File: config.mk
export PLATFORM = sky130hd
export DESIGN_NAME = execute_stage
export DESIGN_NICKNAME = d
export VERILOG_FILES = /design/src/hw/isa_pkg.sv /design/src/hw/pipe_pkg.sv /design/src/hw/operand_select.sv /design/src/hw/alu.sv /design/src/hw/branch_unit.sv /design/src/hw/ex_mem_register.sv /design/src/hw/execute_stage.sv
export SDC_FILE = /design/constraint.sdc
export NUM_CORES = 1
export LEC_CHECK = 0
export BUFFER_PORTS_ARGS = -buffer_cell sky130_fd_sc_hd__clkbuf_2
export CAP_MARGIN = 20
export CORE_UTILIZATION = 50
export CTS_BUF_LIST = sky130_fd_sc_hd__clkbuf_2 sky130_fd_sc_hd__clkbuf_4 sky130_fd_sc_hd__clkbuf_8
export DETAILED_ROUTE_END_ITERATION = 6
export PLACE_DENSITY_LB_ADDON = 0.1
export REMOVE_ABC_BUFFERS = 1
export SETUP_SLACK_MARGIN = 0.3
export SLEW_MARGIN = 20
export SYNTH_ARGS = -nofsm -noshare
export SYNTH_HDL_FRONTEND = slang
export SYNTH_HIERARCHICAL = 1
export SYNTH_SLANG_ARGS = --single-unit
File: constraint.sdc
create_clock -name clk -period 5.2 [get_ports clk]
set_input_delay 0.52 -clock clk [delete_from_list [all_inputs] [get_ports clk]]
set_output_delay 0.52 -clock clk [all_outputs]
set_load 0.05 [all_outputs]
File: src/hw/isa_pkg.sv
`default_nettype none

package isa_pkg;

    // data path and address width
    localparam int unsigned xlen = 32;

    localparam int unsigned reg_addr_w = 5;
    localparam int unsigned imm_w      = 16; // also the lui shift distance
    localparam int unsigned shamt_w    = 5;
    localparam int unsigned target_w   = 26;

    // function selected by decode for the ALU
    typedef enum logic [4:0] {
        alu_add  = 5'd0,
        alu_addu = 5'd1,
        alu_sub  = 5'd2,
        alu_subu = 5'd3,
        alu_and  = 5'd4,
        alu_or   = 5'd5,
        alu_xor  = 5'd6,
        alu_nor  = 5'd7,
        alu_sll  = 5'd8,
        alu_srl  = 5'd9,
        alu_sra  = 5'd10,
        alu_slt  = 5'd11,
        alu_sltu = 5'd12,
        alu_lui  = 5'd13
    } alu_op_e;

    // the zero-compare forms see rt as zero from decode
    typedef enum logic [2:0] {
        br_bltz = 3'd0,
        br_bgez = 3'd1,
        br_beq  = 3'd2,
        br_bne  = 3'd3,
        br_blez = 3'd4,
        br_bgtz = 3'd5
    } branch_op_e;

endpackage

`default_nettype wire

File: src/hw/pipe_pkg.sv
`default_nettype none

package pipe_pkg;

    import isa_pkg::*;

    // one decoded instruction as it leaves decode
    typedef struct packed {
        logic                      valid;
        logic [xlen-1:0]           pc;
        logic                      rs_used;
        logic [reg_addr_w-1:0]     rs_addr;
        logic [xlen-1:0]           rs_data;
        logic                      rt_used;
        logic [reg_addr_w-1:0]     rt_addr;
        logic [xlen-1:0]           rt_data;
        logic                      rd_write;
        logic [reg_addr_w-1:0]     rd_addr;
        logic                      shamt_en;
        logic [shamt_w-1:0]        shamt;
        logic                      imm_en;
        logic [imm_w-1:0]          imm;
        logic                      target_en;
        logic [target_w-1:0]       target;
        logic                      alu_en;
        alu_op_e                   alu_op;
        logic                      branch;
        branch_op_e                branch_op;
        logic                      jump;
        logic                      link;
        logic                      load;
        logic                      store;
    } id_ex_t;

    typedef struct packed {
        logic                  rd_write;
        logic [reg_addr_w-1:0] rd_addr;
        logic [xlen-1:0]       rd_data;
    } wb_bypass_t;

    typedef struct packed {
        logic                  [xlen-1:0] pc;
        logic                             alu_en;
        logic                  [xlen-1:0] result;
        logic                  [xlen-1:0] store_data; // forwarded rt value
        logic                             rd_write;
        logic            [reg_addr_w-1:0] rd_addr;
        logic                             load;
        logic                             store;
    } ex_mem_t;

    typedef struct packed {
        logic            taken;
        logic [xlen-1:0] target;
    } redirect_t;

    typedef enum logic [1:0] {
        from_id = 2'd0,
        from_ex = 2'd1,
        from_wb = 2'd2
    } fwd_src_e;

endpackage

`default_nettype wire

File: src/hw/operand_select.sv
`default_nettype none

module operand_select
    import isa_pkg::*, pipe_pkg::*;
(
    input  var id_ex_t          id,
    input  var wb_bypass_t      wb,
    input  var ex_mem_t         ex_prev,
    output logic [xlen-1:0]     op_a,
    output logic [xlen-1:0]     op_b,
    output logic [xlen-1:0]     rt_fwd,
    output logic [xlen-1:0]     imm_ext
);

    fwd_src_e rs_sel;
    fwd_src_e rt_sel;
    logic     sign_ext;

    // the younger ex result has priority over writeback
    function automatic fwd_src_e pick_source(
        input logic                  used,
        input logic [reg_addr_w-1:0] addr,
        input ex_mem_t               ex,
        input wb_bypass_t            w
    );
        fwd_src_e src;
        src = from_id;
        if (used && ex.rd_write && (ex.rd_addr == addr)) begin
            src = from_ex;
        end else if (used && w.rd_write && (w.rd_addr == addr)) begin
            src = from_wb;
        end
        return src;
    endfunction

    function automatic logic [xlen-1:0] fwd_mux(
        input fwd_src_e        sel,
        input logic [xlen-1:0] reg_data,
        input logic [xlen-1:0] ex_data,
        input logic [xlen-1:0] wb_data
    );
        case (sel)
            from_ex: return ex_data;
            from_wb: return wb_data;
            default: return reg_data;
        endcase
    endfunction

    assign rs_sel = pick_source(id.rs_used, id.rs_addr, ex_prev, wb);
    assign rt_sel = pick_source(id.rt_used, id.rt_addr, ex_prev, wb);

    assign op_a   = fwd_mux(rs_sel, id.rs_data, ex_prev.result, wb.rd_data);
    assign rt_fwd = fwd_mux(rt_sel, id.rt_data, ex_prev.result, wb.rd_data);

    // address offsets and signed arithmetic take a sign-extended immediate
    assign sign_ext = id.load || id.store || id.branch
        || (id.alu_en && (id.alu_op inside {alu_add, alu_addu, alu_sub, alu_subu, alu_slt}));

    always_comb begin
        if (id.imm_en) begin
            if (sign_ext) begin
                imm_ext = {{(xlen - imm_w){id.imm[imm_w-1]}}, id.imm};
            end else begin
                imm_ext = {{(xlen - imm_w){1'b0}}, id.imm};
            end
        end else if (id.shamt_en) begin
            imm_ext = {{(xlen - shamt_w){1'b0}}, id.shamt};
        end else begin
            imm_ext = '0;
        end
    end

    // branches always compare two registers
    assign op_b = id.branch ? rt_fwd : ((id.imm_en || id.shamt_en) ? imm_ext : rt_fwd);

endmodule

`default_nettype wire

File: src/hw/alu.sv
`default_nettype none

module alu
    import isa_pkg::*, pipe_pkg::*;
(
    input  var id_ex_t          id,
    input  var logic [xlen-1:0] a,
    input  var logic [xlen-1:0] b,
    output logic [xlen-1:0]     result
);

    logic [shamt_w-1:0] sh;
    logic               lt_signed;
    logic               lt_unsigned;

    assign sh          = b[shamt_w-1:0]; // only the low bits count as a shift
    assign lt_signed   = $signed(a) < $signed(b);
    assign lt_unsigned = a < b;

    always_comb begin
        result = '0;
        if (id.load || id.store) begin
            result = a + b; // effective address
        end else if (id.alu_en) begin
            case (id.alu_op)
                alu_add: begin
                    result = a + b;
                end
                alu_addu: begin
                    // a linking jump writes the return address past the delay slot
                    if (id.link) begin
                        result = id.pc + xlen'(8);
                    end else begin
                        result = a + b;
                    end
                end
                alu_sub, alu_subu: begin
                    result = a - b;
                end
                alu_and: begin
                    result = a & b;
                end
                alu_or: begin
                    result = a | b;
                end
                alu_xor: begin
                    result = a ^ b;
                end
                alu_nor: begin
                    result = ~(a | b);
                end
                alu_sll: begin
                    result = a << sh;
                end
                alu_srl: begin
                    result = a >> sh;
                end
                alu_sra: begin
                    result = $unsigned($signed(a) >>> sh);
                end
                alu_slt: begin
                    result = {{(xlen - 1){1'b0}}, lt_signed};
                end
                alu_sltu: begin
                    result = {{(xlen - 1){1'b0}}, lt_unsigned};
                end
                alu_lui: begin
                    result = b << imm_w;
                end
                default: begin
                    result = '0;
                end
            endcase
        end
    end

endmodule

`default_nettype wire

File: src/hw/branch_unit.sv
`default_nettype none

module branch_unit
    import isa_pkg::*, pipe_pkg::*;
(
    input  var id_ex_t          id,
    input  var logic [xlen-1:0] rs_val,
    input  var logic [xlen-1:0] rt_val,
    input  var logic [xlen-1:0] imm_ext,
    output redirect_t           redirect,
    output logic                rd_write
);

    logic cond;

    always_comb begin
        case (id.branch_op)
            br_bltz: cond = $signed(rs_val) < $signed(rt_val);
            br_bgez: cond = $signed(rs_val) >= $signed(rt_val);
            br_beq:  cond = rs_val == rt_val;
            br_bne:  cond = rs_val != rt_val;
            br_blez: cond = $signed(rs_val) <= $signed(rt_val);
            br_bgtz: cond = $signed(rs_val) > $signed(rt_val);
            default: cond = 1'b0;
        endcase
    end

    always_comb begin
        redirect.taken  = id.valid && (id.jump || (id.branch && cond));
        redirect.target = '0;
        rd_write        = id.rd_write;
        if (id.valid && (id.branch || id.jump)) begin
            if (id.target_en) begin
                // pseudo-direct jump within the low segment
                redirect.target = {{(xlen - target_w - 2){1'b0}}, id.target, 2'b00};
            end else if (id.imm_en) begin
                redirect.target = id.pc + xlen'(4) + (imm_ext << 2);
            end else if (id.rs_used) begin
                redirect.target = rs_val;
            end
            rd_write = id.link && redirect.taken; // an untaken link branch writes nothing
        end
    end

endmodule

`default_nettype wire

File: src/hw/ex_mem_register.sv
`default_nettype none

module ex_mem_register
    import pipe_pkg::*;
(
    input  var logic    clk,
    input  var logic    nrst,
    input  var ex_mem_t d,
    output ex_mem_t     q
);

    // whole bundle clears so the memory stage sees a bubble out of reset
    always_ff @(posedge clk or negedge nrst) begin
        if (!nrst) begin
            q <= '0;
        end else begin
            q <= d;
        end
    end

endmodule

`default_nettype wire

File: src/hw/execute_stage.sv
`default_nettype none

module execute_stage
    import isa_pkg::*, pipe_pkg::*;
(
    input  var logic       clk,
    input  var logic       nrst,
    input  var id_ex_t     id,
    input  var wb_bypass_t wb,
    output ex_mem_t        ex_mem,
    output redirect_t      redirect
);

    logic [xlen-1:0] op_a;
    logic [xlen-1:0] op_b;
    logic [xlen-1:0] rt_fwd;
    logic [xlen-1:0] imm_ext;
    logic [xlen-1:0] alu_result;
    logic            rd_write;
    logic            live;
    ex_mem_t         ex_next;

    operand_select i_operand_select (
        .id      (id),
        .wb      (wb),
        .ex_prev (ex_mem), // registered result closes the ex forwarding path
        .op_a    (op_a),
        .op_b    (op_b),
        .rt_fwd  (rt_fwd),
        .imm_ext (imm_ext)
    );

    alu i_alu (
        .id     (id),
        .a      (op_a),
        .b      (op_b),
        .result (alu_result)
    );

    branch_unit i_branch_unit (
        .id       (id),
        .rs_val   (op_a),
        .rt_val   (rt_fwd),
        .imm_ext  (imm_ext),
        .redirect (redirect),
        .rd_write (rd_write)
    );

    // an empty slot becomes an all-zero bubble
    assign live = id.valid
        && (id.alu_en || id.load || id.store || id.branch || id.jump || id.rd_write);

    always_comb begin
        ex_next = '0;
        if (live) begin
            ex_next.pc         = id.pc;
            ex_next.alu_en     = id.alu_en;
            ex_next.result     = alu_result;
            ex_next.store_data = rt_fwd;
            ex_next.rd_write   = rd_write;
            ex_next.rd_addr    = id.rd_addr;
            ex_next.load       = id.load;
            ex_next.store      = id.store;
        end
    end

    ex_mem_register i_ex_mem_register (
        .clk  (clk),
        .nrst (nrst),
        .d    (ex_next),
        .q    (ex_mem)
    );

endmodule

`default_nettype wire

==> metrics.md, run 1 <==
| Metric | Value |
|---|---|
| Status | aborted with a tool error |
| Fail Step | global routing (5_1_grt) |
| Tool error | [ERROR GRT-0232] Routing congestion too high. Check the congestion heatmap in the GUI. |
| Worst endpoint type | top-level output |
| # IOs | around 360 |
| Cell count after synthesis | about 2.9k |
| Gr usage total | between 60% and 70% |
| Post-Synthesis Cell Area | between 0.02 and 0.025 mm² |
| Clock sink count | approximately 110 |
| Site Rows | 74 |
| Total grt overflow | 44 |
| GRT worst endpoint | redirect[32] |
| Setup WS pre-CTS | -0.2242 ns |
| Initial Utilization | roughly half |
| CTS root buf | clkbuf_8 |
| Hold Buf Count CTS | 0 |
| PortBufs | about 360 |
| Die Y | around 210 µm |
| Final GP Congestion | about 1.2 |
| DP Wirelength | ~95000 µm |
| Synth warnings | 6 |
| Pin count of the biggest net entering global routing | 78 |
| Num CTS Buffers | 9 |
| CTS Buffer Depth | 2 |
| Htree depth | 3 |
| Synthesized area per cell | about 7.3 µm² |
| Die Span X | ~200 µm |
per-layer routing:
layer	overflow	GRT usage (%)
met1	6	74.53
met2	16	85.49
met3	2	51.28
met4	20	62.25
met5	0	29.76
per-stage QoR:
stage	cell area, µm²	util [%]	setup TNS (ns)	hold slack [ns]	cells
after CTS	26710	65.26	0	0.1485	4017
after detailed placement	25730	62.87	-1.389	0.6863	3934
after global placement	25730	62.87	-0.1579	0.6637	3934
after floorplan	19640	-	-185.86	0.2244	2632
repair_timing:
action	CTS
buffers inserted	66
setup endpoints to repair	19
pin swaps	15
gates cloned	1
gates resized for setup	50
==> run 2, diff against run 1 <==
--- a/config.mk
+++ b/config.mk
@@ -7,12 +7,10 @@
 export LEC_CHECK = 0
 export BUFFER_PORTS_ARGS = -buffer_cell sky130_fd_sc_hd__clkbuf_2
 export CAP_MARGIN = 20
-export CORE_UTILIZATION = 50
-export CTS_BUF_LIST = sky130_fd_sc_hd__clkbuf_2 sky130_fd_sc_hd__clkbuf_4 sky130_fd_sc_hd__clkbuf_8
+export CORE_UTILIZATION = 35
 export DETAILED_ROUTE_END_ITERATION = 6
-export PLACE_DENSITY_LB_ADDON = 0.1
+export PLACE_DENSITY_LB_ADDON = 0.15
 export REMOVE_ABC_BUFFERS = 1
-export SETUP_SLACK_MARGIN = 0.3
 export SLEW_MARGIN = 20
 export SYNTH_ARGS = -nofsm -noshare
 export SYNTH_HDL_FRONTEND = slang
==> constraint.sdc (replaced) <==
create_clock -name clk -period 6.8 [get_ports clk]
set_input_delay 0.68 -clock clk [delete_from_list [all_inputs] [get_ports clk]]
set_output_delay 0.68 -clock clk [all_outputs]
set_load 0.05 [all_outputs]
==> run 2 against run 1 <==
Net effect: the flow now finishes, with violations (DRC); synthesized area stayed put; synthesized cell count stayed put.
==> metrics.md, run 2 <==
| Metric | Value |
|---|---|
| Status | complete, but fails checks |
| Failing checks | DRC |
| Top reg by flops | i_ex_mem_register/q |
| Hold Buf Count CTS | 0 (unchanged) |
| Resized cells post-CTS | 0 (-100%) |
| Total grt overflow | 0 |
| RSZ-0062 raised after global routing | false |
| First-pass GRT wire length | approximately 180000 µm |
| Worst setup margin | roughly 0.44 ns |
| Reg-to-reg endpoint | i_ex_mem_register/q[57]$_DFF_PN0_ |
| Commonest non-fill, non-tap cells in the layout | 353 x clkbuf_2, 322 x nor2_1, 295 x a21oi_1, 293 x nand2_1, 208 x o21ai_0 |
| Critical path, cell by cell | clkbuf_2 -> xor2_1 -> a2111oi_4 -> buf_4 -> and2_2 -> buf_4 -> a211oi_1 -> o2bb2ai_1 -> inv_1 -> ha_1 -> buf_4 -> nor2b_1 -> nor3_2 -> o41ai_1 -> a2111o_1 -> o21ai_0 -> xnor2_1 -> a2111oi_0 -> o22ai_1 -> nand2_1 -> a21oi_1 |
| R2R Path Start | i_ex_mem_register/q[6]$_DFF_PN0_ |
| Clk Latency, worst-skew pair | 0.42 ns |
| Layout Nets | between 3k and 4k |
| Sw Share | 55.70% |
| Die Span X | 245.5 µm (+19%) |
| Synthesized area per cell | 7.263 µm² (unchanged) |
| Num CTS Buffers | 9 (unchanged) |
| Cell count after synthesis | 2858 (unchanged) |
| Reg2reg setup slack | roughly 0.46 ns |
| Total negative setup slack | 0 ns |
| Setup WS pre-CTS | 0.2424 ns (+0.4665 ns) |
| Worst EP arrival | 6.59 ns |
| Core ar. | approximately 0.058 mm² |
| Final min period | roughly 6.4 ns |
| Comb pwr share | between 60% and 70% |
| # IOs | 357 (unchanged) |
| Site Rows | 88 (+19%) |
| PortBufs | 356 (unchanged) |
| Filler cell count | ~6.2k |
| Final setup viols | 0 |
| # DRC | 25 |
| Startpoint types | input port |
| Commonest non-fill, non-tap cell in the layout | clkbuf_2 |
| Die area | 0.06029 mm² |
| Sequential power share | about a fifth |
| Gr usage total | between 40% and 50% |
| Power share of the clock group | between 10% and 20% |
| Hold Path Class | input port to async pin |
| Routed Antenna Nets | 0 |
| Max Fanout on Critical Path | 19 |
| Non-filler cells, final | 3923 |
| Slew @ Worst Pin | between 1 and 1.5 ns |
| Worst path max stage delay | approximately 0.96 ns |
| Maxcap violations | 0 |
| DP Cell Count | 3903 (-0.79%) |
| Final period utilization | 93.46% |
| CTS root buf | clkbuf_16 |
| Pins over their slew limit | 0 |
| Post-Synthesis Cell Area | 0.02076 mm² (unchanged) |
| Psw | around 2.2 mW |
| Post-CTS setup buffer count | 0 (-100%) |
| Final GP Congestion | 1.066 (-8.7%) |
| Initial Utilization | 35.71% (-15 points) |
| DP Wirelength | 103000 µm (+8.8%) |
| Initial antenna violation count | 3 |
| Rel. slew slack | between 15 and 20% |
| Critical path type | input port to flip-flop |
| WL/cell | approximately 33 µm |
| Detailed Route WL | between 100000 and 150000 µm |
| Pin count of the biggest net entering global routing | 80 |
| Design Power | approximately 4.0 mW |
| Pint | around 1.8 mW |
| Die Y | 245.5 µm (+19%) |
| Peak VDD IR | 0.1177 mV |
| Reg clk slew, reported paths | between 0.1 and 0.15 ns |
| Share of cells above drive strength 1 | 21.24% |
| Regs by FF count | i_ex_mem_register/q: 105 flops |
| Pwr dens | 166.0 mW/mm² |
| Slowest-stage cell, CP | a2111oi_0 |
| Synth warnings | 6 (unchanged) |
| P&R area growth vs syn | 15.86% |
| Leakage | 11.32 nW |
| Clock skew | between 0.02 and 0.025 ns |
| Fmax | 157.4 MHz |
| CTS Buffer Depth | 2 (unchanged) |
| Vias | ~25k |
| Worst R2R Path Depth | 19 |
| Initial detailed-routing violation count | ~3.1k |
| Clock sink count | 105 (unchanged) |
| Max reg flops | roughly 110 |
| DRT Pass-1 Iters | 7 |
| Vias in the first global route | 23.71k |
| Hold Violations, Final | 0 |
| Drt via density | between 6 and 7 |
| CTS tree | done |
| Most used cell, CP | buf_4 |
| Htree depth | 3 (unchanged) |
| CP required | roughly 7 ns |
| CP endpoint kind | flip-flop |
==> run 2: worst max-delay path by stage <==
stage	start	endpoint	depth (start not counted)
finish	wb[34]	i_ex_mem_register/q[57]$_DFF_PN0_	21
global route	i_ex_mem_register/q[6]$_DFF_PN0_	i_ex_mem_register/q[57]$_DFF_PN0_	19
CTS	i_ex_mem_register/q[6]$_DFF_PN0_	i_ex_mem_register/q[57]$_DFF_PN0_	19
detailed placement	wb[34]	i_ex_mem_register/q[57]$_DFF_PN0_	21
global placement	wb[34]	i_ex_mem_register/q[61]$_DFF_PN0_	21
floorplan	wb[34]	i_ex_mem_register/q[64]$_DFF_PN0_	17
==> run 2: power groups by stage <==
stage,Clock (mW),Combinational (mW),Sequential [mW]
after floorplan,0,1.37,0.906
after global placement,0,2.54,0.760
after detailed placement,0,2.54,0.760
after CTS,0.622,2.55,0.747
after global routing,0.640,2.75,0.754
final,0.614,2.63,0.753
==> run 2: metal layers <==
metal	routed length [µm]	GRT usage [%]	part of all wire [%]
met5	0	0	0
met4	8795	25.83	6.8
met3	12880	7.901	9.9
met2	54710	61.77	42
met1	53280	56.01	41
==> run 2: metrics by stage <==
| step | util (%) | instance area [µm²] | hold slack [ns] |
|---|---|---|---|
| after floorplan | - | 19640 | 0.3844 |
| after global placement | 40.81 | 23720 | 0.7181 |
| after detailed placement | 40.81 | 23720 | 0.7129 |
| after CTS | 41.34 | 24030 | 0.4184 |
| after global routing | 41.35 | 24040 | 0.4585 |
| final | 41.37 | 24050 | 0.4044 |
==> run 2: cell type report <==
type	count	area, µm²	area share [%]
multi-input cells	2371	16560	68.85
repair buffers	506	3003	12.49
flip-flops and latches	105	2628	10.92
well taps	765	957.2	3.980
inverters	156	585.6	2.435
clock buffers	9	225.2	0.9364
clock inverters	7	83.83	0.3485
diodes	4	10.01	0.04162
==> run 2: worst max-delay path, delay by kind of cell <==
kind	cells	cell delay [ns]
AO/OA/AOI/OAI	9	3.51
XOR/XNOR	2	0.40
adder cells (fa/ha/maj)	1	0.47
buffers and inverters	5	0.95
AND/OR/NAND/NOR	4	0.55
No activity file was read; power rests on OpenSTA's default activity.
==> run 3, diff against run 2 <==
--- a/config.mk
+++ b/config.mk
@@ -11,6 +11,7 @@
 export DETAILED_ROUTE_END_ITERATION = 6
 export PLACE_DENSITY_LB_ADDON = 0.15
 export REMOVE_ABC_BUFFERS = 1
+export SETUP_SLACK_MARGIN = 0.5
 export SLEW_MARGIN = 20
 export SYNTH_ARGS = -nofsm -noshare
 export SYNTH_HDL_FRONTEND = slang
==> run 3 against run 2 <==
Net effect: the flow now finishes without violations; power about the same; global-route usage unchanged; core utilization about the same; hold slack worse by 0.00091 ns; register-to-register slack better by 0.18 ns; sequential cell count unchanged; combinational power about the same; die area unchanged; first-iteration DRC count down 0.80%; non-clock buffer count unchanged; fmax up 2.5%; via count about the same.
==> metrics.md, run 3 (synthesis gave the netlist of run 2 again) <==
| Metric | Value |
|---|---|
| Status | finished, final reports clean |
| Max Used Layer | met4 |
| Critical path buffers and inverters | 4 (-1) |
| Commonest non-fill, non-tap cell in the layout | clkbuf_2 |
| DP Wirelength | 103000 µm (unchanged) |
| First-pass GRT wire length | 180900 µm (unchanged) |
| Pin count of the biggest net entering global routing | 80 (unchanged) |
| Share of cells above drive strength 1 | 21.24% (unchanged) |
| Reg clk slew, reported paths | 0.09 ns (-0.02 ns) |
| Gr usage total | 41.89% (unchanged) |
| Worst EP arrival | 5.52 ns (-1.07 ns) |
| CTS tree | done |
| Initial detailed-routing violation count | 3091 (-0.80%) |
| Peak VDD IR | 0.1145 mV (-2.7%) |
| Clock sink count | 105 (unchanged) |
| # IOs | 357 (unchanged) |
| Startpoint types | input port |
| Fmax | 161.2 MHz (+2.5%) |
| Met2 wire length | 54500 µm (-0.39%) |
| Drt via density | 6.471 (about the same) |
| Max Fanout on Critical Path | 32 (+13) |
| Top Family by Delay on Critical Path | simple AND/OR/NAND/NOR gates |
| Initial Utilization | 35.71% (unchanged) |
| RSZ-0062 raised after global routing | false |
| Worst path max stage delay | 0.80 ns (-0.16 ns) |
| Final GP Congestion | 1.066 (unchanged) |
| CTS Buffer Depth | 2 (unchanged) |
| WL/cell | 33.05 µm (about the same) |
| Max reg flops | 105 (unchanged) |
| Final setup viols | 0 (unchanged) |
| Routed Antenna Nets | 0 (unchanged) |
| Clk Latency, worst-skew pair | 0.42 ns (about the same) |
| Design Power | 3.991 mW (about the same) |
| CP required | 6.12 ns (-0.92 ns) |
| Vias | 25.39k (+0.039%) |
| Leakage | 11.32 nW (about the same) |
| P&R area growth vs syn | 15.87% (about the same) |
| Critical path, cell by cell | clkbuf_2 -> xor2_1 -> nor4_1 -> nand4_1 -> buf_4 -> mux2i_1 -> a21oi_1 -> buf_4 -> ha_1 -> nand3_1 -> nor4_1 -> a311oi_1 -> or4_1 -> a31oi_1 -> nor2b_1 -> clkbuf_2 |
| DRT Pass-1 Iters | 7 (unchanged) |
| Vias in the first global route | 23.71k (unchanged) |
| CTS root buf | clkbuf_16 |
| Routed wl met3 | 12920 µm (+0.31%) |
| Layout Nets | 3575 (unchanged) |
| CP endpoint kind | primary output |
| Num CTS Buffers | 9 (unchanged) |
| Htree depth | 3 (unchanged) |
| Final min period | 6.202 ns (-0.1532 ns) |
| Regs by FF count | i_ex_mem_register/q: 105 flops |
| Filler cell count | 6219 (+0.016%) |
| Final period utilization | 91.21% (-2.3 points) |
| Site Rows | 88 (unchanged) |
| Hold Violations, Final | 0 (unchanged) |
| PortBufs | 356 (unchanged) |
| Hold Path Class | input port to async pin |
| Slew @ Worst Pin | 1.243 ns (-0.0003927 ns) |
| Core ar. | 0.05814 mm² (unchanged) |
| Top reg by flops | i_ex_mem_register/q |
| Commonest non-fill, non-tap cells in the layout | 353 x clkbuf_2, 322 x nor2_1, 295 x a21oi_1, 293 x nand2_1, 208 x o21ai_0 |
| Slowest-stage cell, CP | nor4_1 |
| Die area | 0.06029 mm² (unchanged) |
| Clock skew | 0.02040 ns (-0.002463 ns) |
| Wire length on met1 | 53270 µm (about the same) |
| Rel. slew slack | 16.26% (+0.026 points) |
| Critical path type | input port to primary output |
| Detailed Route WL | 129600 µm (about the same) |
| Die Y | 245.5 µm (unchanged) |
| Pwr dens | 165.9 mW/mm² (about the same) |
| Die Span X | 245.5 µm (unchanged) |
| # DRC | 0 (-100%) |
| Pins over their slew limit | 0 (unchanged) |
| Maxcap violations | 0 (unchanged) |
| Hold WS | 0.4035 ns (-0.0009120 ns) |
| Total grt overflow | 0 (unchanged) |
| Initial antenna violation count | 3 (unchanged) |
## run 3: cell count changes in the layout (fill, tap and decap cells not counted)
cell	change
a2111oi_0	-1
a2111oi_1	+1
## run 3: cell type report
cell class | instances | area (µm²) | area share, %
Clock buffer | 9 | 225.2 | 0.9363
Multi-Input combinational cell | 2371 | 16560 | 68.85
Tap cell | 765 | 957.2 | 3.979
Sequential cell | 105 | 2628 | 10.92
Timing Repair Buffer | 506 | 3003 | 12.48
Antenna cell | 4 | 10.01 | 0.04161
Clock inverter | 7 | 83.83 | 0.3485
Inverter | 156 | 585.6 | 2.434
## run 3: through the flow
step	cell area (µm²)	TNS, ns	instances	setup slack [ns]	util (%)
2_1_floorplan	19640	-135.05	2632	-4.659	-
3_3_place_gp	23720	0	3903	0.3744	40.81
3_5_place_dp	23720	0	3903	0.2424	40.81
4_1_cts	24030	0	3919	0.6692	41.34
5_1_grt	24040	0	3919	0.5153	41.36
6_report	24050	0	3923	0.5980	41.37
## run 3: power by group
part | leakage [nW] | internal, mW | switching [mW]
Clock | 0.149 | 0.264 | 0.348
Sequential | 1.36 | 0.675 | 0.0779
Combinational | 9.81 | 0.830 | 1.80
## run 3: worst paths after layout
check	end	depth (start not counted)	slack [ns]	start
min reg2reg	i_ex_mem_register/q[14]$_DFF_PN0_	4	0.74	i_ex_mem_register/q[46]$_DFF_PN0_
max reg2reg	i_ex_mem_register/q[57]$_DFF_PN0_	19	0.64	i_ex_mem_register/q[6]$_DFF_PN0_
min in group clk	i_ex_mem_register/q[4]$_DFF_PN0_	3	0.47	id[66]
min	i_ex_mem_register/q[26]$_DFF_PN0_	1	0.40	nrst
max in group asynchronous	i_ex_mem_register/q[94]$_DFF_PN0_	2	5.10	nrst
max	redirect[32]	16	0.60	wb[34]
## run 3: what timing repair did
| item | in CTS | in global routing |
|---|---|---|
| setup endpoints to repair | 0 | 1 |
| hold buffers | 0 | 0 |
| buffers inserted | 0 | 0 |
| endpoints found under the hold margin | 0 | 0 |
| resized for setup | 0 | 1 |
## run 3: routing by layer
metal  vias to the layer above  global-route usage [%]
met1                     12350                   56.01
li1                      11030                       -
met5                         -                       0
met4                         0                   25.83
met2                      1686                   61.77
met3                       319                   7.901
